**src/verilog/bpred_pkg.sv**
```systemverilog
package bpred_pkg;

  // Width of every fetch address and branch target.
  parameter int addr_width = 32;

  // First fetch address after reset.
  parameter logic [addr_width-1:0] reset_pc = 32'h0000_1000;

  // Two-bit saturating direction counter.
  // The upper half of the range predicts taken.
  // Reset value is weak_not_taken.
  typedef enum logic [1:0] {
    // Saturated toward not taken.
    strong_not_taken = 2'b00,
    // One taken update away from predicting taken.
    weak_not_taken   = 2'b01,
    // One not-taken update away from predicting not taken.
    weak_taken       = 2'b10,
    // Saturated toward taken.
    strong_taken     = 2'b11
  } counter_t;

  // Fetch PC generator sequence.
  // A fetch is issued, then its prediction is formed one cycle later.
  typedef enum logic {
    // Fetch address is presented to the tables.
    issue     = 1'b0,
    // Table results are back, next PC is chosen.
    wait_pred = 1'b1
  } fetch_state_t;

endpackage
```
**src/verilog/fetch_pc_gen.sv**
```systemverilog
module fetch_pc_gen (
  input  logic                            clk,
  input  logic                            reset,
  // Table results, one cycle after the fetch.
  input  logic                            hit,
  input  logic [bpred_pkg::addr_width-1:0] hit_target,
  input  logic                            counter_taken,
  // Restart request from outside.
  input  logic                            redirect,
  input  logic [bpred_pkg::addr_width-1:0] redirect_pc,
  // Fetch strobe, also the table lookup request.
  output logic                            fetch_valid,
  output logic [bpred_pkg::addr_width-1:0] fetch_pc,
  // Prediction for the last fetch.
  output logic                            pred_valid,
  output logic                            pred_taken,
  output logic [bpred_pkg::addr_width-1:0] pred_target
);

  // Sequential instruction step in bytes.
  localparam logic [bpred_pkg::addr_width-1:0] fetch_step = 4;

  bpred_pkg::fetch_state_t state;

  // Current fetch address.
  logic [bpred_pkg::addr_width-1:0] pc;

  // Fall-through and chosen next address.
  logic [bpred_pkg::addr_width-1:0] fall_through;
  logic [bpred_pkg::addr_width-1:0] next_target;

  // BTB hit qualified by the direction counter.
  logic take_branch;

  // PC still holds the fetched address while the results come back.
  assign fetch_valid  = (state == bpred_pkg::issue);
  assign fetch_pc     = pc;
  assign fall_through = pc + fetch_step;

  // Taken only when the target is known and the counter agrees.
  assign take_branch = hit && counter_taken;
  assign next_target = take_branch ? hit_target : fall_through;

  // A redirect squashes the prediction in flight.
  assign pred_valid  = (state == bpred_pkg::wait_pred) && !redirect;
  // Prediction outputs read zero outside a valid cycle.
  assign pred_taken  = pred_valid && take_branch;
  assign pred_target = pred_valid ? next_target : '0;

  // Issue/wait sequencer and PC register.
  always_ff @(posedge clk) begin
    if (reset) begin
      state <= bpred_pkg::issue;
      pc    <= bpred_pkg::reset_pc;
    end else if (redirect) begin
      // Redirect wins in either state.
      state <= bpred_pkg::issue;
      pc    <= redirect_pc;
    end else begin
      case (state)
        bpred_pkg::issue: begin
          state <= bpred_pkg::wait_pred;
        end
        bpred_pkg::wait_pred: begin
          state <= bpred_pkg::issue;
          pc    <= next_target;
        end
        default: state <= bpred_pkg::issue;
      endcase
    end
  end

endmodule

```
**config.mk**
```make
export PLATFORM = sky130hd
export DESIGN_NAME = fetch_pc_gen
export DESIGN_NICKNAME = d
export VERILOG_FILES = /design/src/verilog/bpred_pkg.sv /design/src/verilog/fetch_pc_gen.sv
export SDC_FILE = /design/constraint.sdc
export NUM_CORES = 1
export LEC_CHECK = 0
export BUFFER_PORTS_ARGS = -buffer_cell sky130_fd_sc_hd__buf_2
export CORE_MARGIN = 3
export CORE_UTILIZATION = 45
export CTS_CLUSTER_SIZE = 40
export DETAILED_ROUTE_END_ITERATION = 8
export PLACE_DENSITY_LB_ADDON = 0.05
export SYNTH_ARGS = -nofsm -noshare
export SYNTH_HDL_FRONTEND = slang
export SYNTH_SLANG_ARGS = --single-unit
```
**constraint.sdc**
```tcl
create_clock -name clk -period 2.9 [get_ports clk]
set_input_delay 0.29 -clock clk [delete_from_list [all_inputs] [get_ports clk]]
set_output_delay 0.29 -clock clk [all_outputs]
set_load 0.005 [all_outputs]
```
==> summary by stage <==
Timing
The final count of hold timing violations is 0. Setup repair after global routing left no endpoint under its margin. For the pin with the worst max-slew slack, the measured transition is slightly below 0.8 ns. After routing, the total negative slack on setup checks comes to 0 ns. Of the available clock period, the critical path in the final layout requires between 90 and 100%.

The max-slew violation count is 0. On the final layout, the worst clock skew is 0.00249 ns. The peak clock frequency supported by timing is ~0.36 GHz. For the finished layout, the period the worst path requires is about 2.8 ns.

The total setup violations reported at the end of the flow is 0. The worst slew slack as a fraction of its limit is approximately 48%.

Placement
The number of buffers inserted by port buffering is 135. The detailed placer's ending HPWL is between 6000 and 7000 µm. The placer congestion estimate is 0.842.

Synthesis
By area, the combinational part of the netlist is dominated by simple AND/OR/NAND/NOR gates. For this run, the leading register cell type out of synthesis is dfxtp_1. By area the synthesized netlist is led by dfxtp_1 (24%), a211oi_1 (7.3%), nor2_1 (6.9%). The post-synthesis cell type with the largest combined area is dfxtp_1. The synthesized netlist devotes between 20% and 30% of its cell area to compound gates. The share of synthesized cell area in and, or, nand and nor gates is a little over a third.

After synthesis the cells add up to 2770 µm². The count of flip-flops with a built-in enable after synthesis is 0. The mux share of post-synthesis cell area is 5.42%. The average instance area after synthesis is a little under 7 µm². The gate count of the mapped netlist is about 400. The total nets after synthesis is 468. Yosys printed 0 warnings. The sequential element share of the synthesized area is 23.9%. The number of different library cells used by synthesis comes to 54. The xor/xnor cell area share of the yosys netlist is under 10%. The area share of the largest cell type after synthesis is about a quarter.

Of all flip-flops after synthesis, the portion carrying an async set or reset was 0%. After Yosys synthesis, full adders, half adders and majority gates account for 0.452% of the synthesized area. After synthesis the netlist holds a flip-flop and latch count of 33.

Detailed routing
The detail route stage leaves a number of antenna-violating nets equal to 0. The via count is 3500. For this block, the initial DRC count from the detailed router was around 270.

The post-detailed-routing wire length is 9780 µm. The post-route DRC violation count is 0. The via count normalized by instance count is 5.89.

The first-pass detailed-route iteration total is 5. The detail-routed net length per standard cell is 16.5 µm.

Critical path
The startpoint type of the worst setup path is a flip-flop. The critical path goes through nand4_1, or4_4, or4_4, mux2i_1, nor3_1, buf_2. The beginning of the worst register-to-register path is fetch_pc[2]$_SDFFE_PP0P_. The arrival time of the worst setup path is 2.47 ns. The endpoint identified for the worst register-to-register timing path is fetch_pc[31]$_SDFFE_PP0P_. The reg2reg setup slack is ~0.8 ns. Of all nets on the critical path, the largest fanout is 7.

The most numerous cell on the critical path is or4_4. The family with the most delay on the worst path is simple AND/OR/NAND/NOR gates. The cell depth of the worst flop-to-flop path is 5.

The data required time of the worst path is around 2.6 ns. The largest individual stage delay along the critical path comes from the cell or4_4. Counting both buffers and inverters, the worst setup path holds a total of 1. STA classifies the critical path endpoint as a primary output.

In this design, the stage delay of the slowest critical-path cell is 0.53 ns. The kind of critical path is flip-flop to primary output.

Hold path
The class of the tightest hold or removal check is input port to flip-flop. The worst hold path passes through 3 cells. The hold path endpoint is fetch_pc[1]$_SDFFE_PP0P_. The worst hold path begins at redirect_pc[1].

Layout
The share of final-layout standard cells stronger than drive strength 1 is about a third. The final layout net count is 591. 0 antenna diodes ended up in the layout.

The synthesis-to-finish area growth is 30.4%. The count of fill cells added during filler insertion is between 500 and 600.

Floorplan
The die is 84.4 µm tall. The floorplan has 27 rows. The die covers just over 7000 µm². The initial utilization of the core area, before any placement, comes to ~48%. The die width is roughly 84 µm. about 140 I/O pins were placed. After floorplanning, the core was sized to cover about 5700 µm².

Pwr
The static leakage is approximately 1.7 nW. In this run the power density over the cells is roughly 330 nW/µm². The completed layout was analyzed and its total power is 1.19 mW. The maximum vdd ir drop is 237 µV.

Outcome
The run finished with clean final reports.

Global route
The pin count of the biggest net entering global routing is 50. The global-route wire length before repair is ~16000 µm. The total global routing track utilization is a little over a quarter. The number of antenna violations at the first check in global routing came to 0.

Summed over all layers, the global routing overflow is 0. In this run the most used layer during global routing was met2. In the global route stage, met3 resource usage came out at under 10%. For this run, global-route usage on met2 was measured as 47.2%. Global routing used between 30% and 40% of the available met1 tracks. The via count of the first global-routing pass is ~3300.

Run
The max-cap violation count is 0.

CTS
Clock-pin slew was measured on the worst setup and hold paths at 0.07 ns. The number of buffers created by CTS is 5. In this run the clock root is driven by a clkbuf_8. The count of hold buffers inserted by post-cts repair is 0.

For the worst-skew pair, the clock arrives at the later sink with an insertion delay of 0.29 ns. The maximum clock insertion buffer count is 2. TritonCTS built the clock tree. The depth of the CTS H-tree is 2. The clock drives 33 sinks.
state kept, by name (all words and copies together), names as in the netlist:
name      flops
fetch_pc     32
state         1
where the power goes:
| group | switching (mW) | internal [mW] |
|---|---|---|
| Combinational | 0.163 | 0.135 |
| Clock | 0.184 | 0.167 |
| Sequential | 0.0549 | 0.485 |
| Total | 0.402 | 0.787 |
cells in the final DEF (no fill, tap or decap), types with 14 or more instances in the layout:
cell type and n:
a21oi_1 26, nand3_1 14, dfxtp_1 25, buf_2 135
and3_1 20, buf_4 15, nor2_1 51, nand2_1 43
nor3_1 16, a211oi_1 27, mux2i_1 15
through the flow:
stage               setup WS [ns]  hold slack (ns)  cell area, µm²  util, %  std cells
floorplan                   0.534            0.431            2770        -        398
global placement            0.374            0.522            3490     60.7        582
detailed placement          0.301            0.528            3490     60.7        582
CTS                        0.0272            0.231            3570     62.2        590
global route              0.00854            0.245            3610     62.9        594
finish                      0.139            0.229            3610     62.9        594
routing by layer:
metal  share of wire (%)  routed length, µm  up-vias
met5                   0                  0        -
met4                 1.1                105        0
met3                 8.4                823       16
met2                  49               4760      139
met1                  42               4090     1639
li1                    -                  -     1706
cell type report:
| class | instances | area (µm²) | area share, % |
|---|---|---|---|
| clock buffer | 6 | 72.6 | 2.01 |
| clock inverter | 2 | 10.0 | 0.277 |
| inverter | 11 | 41.3 | 1.14 |
| multi-input combinational | 320 | 1940 | 53.7 |
| sequential | 33 | 671 | 18.6 |
| tap | 72 | 90.1 | 2.49 |
| timing repair buffer | 150 | 788 | 21.8 |
synth_stat cells, drive strengths merged, types with 2 or more instances:
master	count
nor2	51
nand2	44
dfxtp	33
clkbuf	29
a211oi	27
a21oi	26
and3	21
nor3	16
mux2i	15
nand3	14
nand4	13
o21ai	13
inv	10
xnor2	10
xor2	9
nor4	8
a31oi	7
buf	5
or4	5
and2	4
a2bb2oi	3
and4	3
or3	3
a2111oi	2
a32o	2
nand2b	2
o211ai	2
o21a	2
o221ai	2
o31a	2
timing repair:
| item | CTS | global route |
|---|---|---|
| endpoints found under the setup margin | 1 | 3 |
| buffers inserted | 0 | 4 |
| gates resized for setup | 2 | 7 |
| pin swaps | 0 | 3 |
worst max-delay path by stage:
stage	startpoint	endpoint	slack, ns	cells after the start
4_1_cts	fetch_pc[7]$_SDFFE_PP0P_	pred_target[31]	0.03	6
6_report	fetch_pc[2]$_SDFFE_PP0P_	pred_target[31]	0.14	6
3_5_place_dp	fetch_pc[5]$_SDFFE_PP0P_	pred_target[31]	0.30	6
2_1_floorplan	fetch_pc[4]$_SDFFE_PP0P_	pred_target[31]	0.53	6
5_1_grt	fetch_pc[14]$_SDFFE_PP0P_	pred_target[31]	0.009	6
3_3_place_gp	fetch_pc[5]$_SDFFE_PP0P_	pred_target[31]	0.37	6
kinds of logic after synthesis:
group	Yosys count
compound gates	96
xor+xnor	19
fa+ha+maj	1
buf+inv	45
flops	33
mux	15
simple gates	189
tightest hold or removal path, delay by kind of cell:
kind / cells / cell delay, ns
AOI/OAI and AO/OA: 1 / 0.05
buffers and inverters: 1 / 0.07
and+or+nand+nor: 1 / 0.06
No activity file was read; power rests on OpenSTA's default activity.
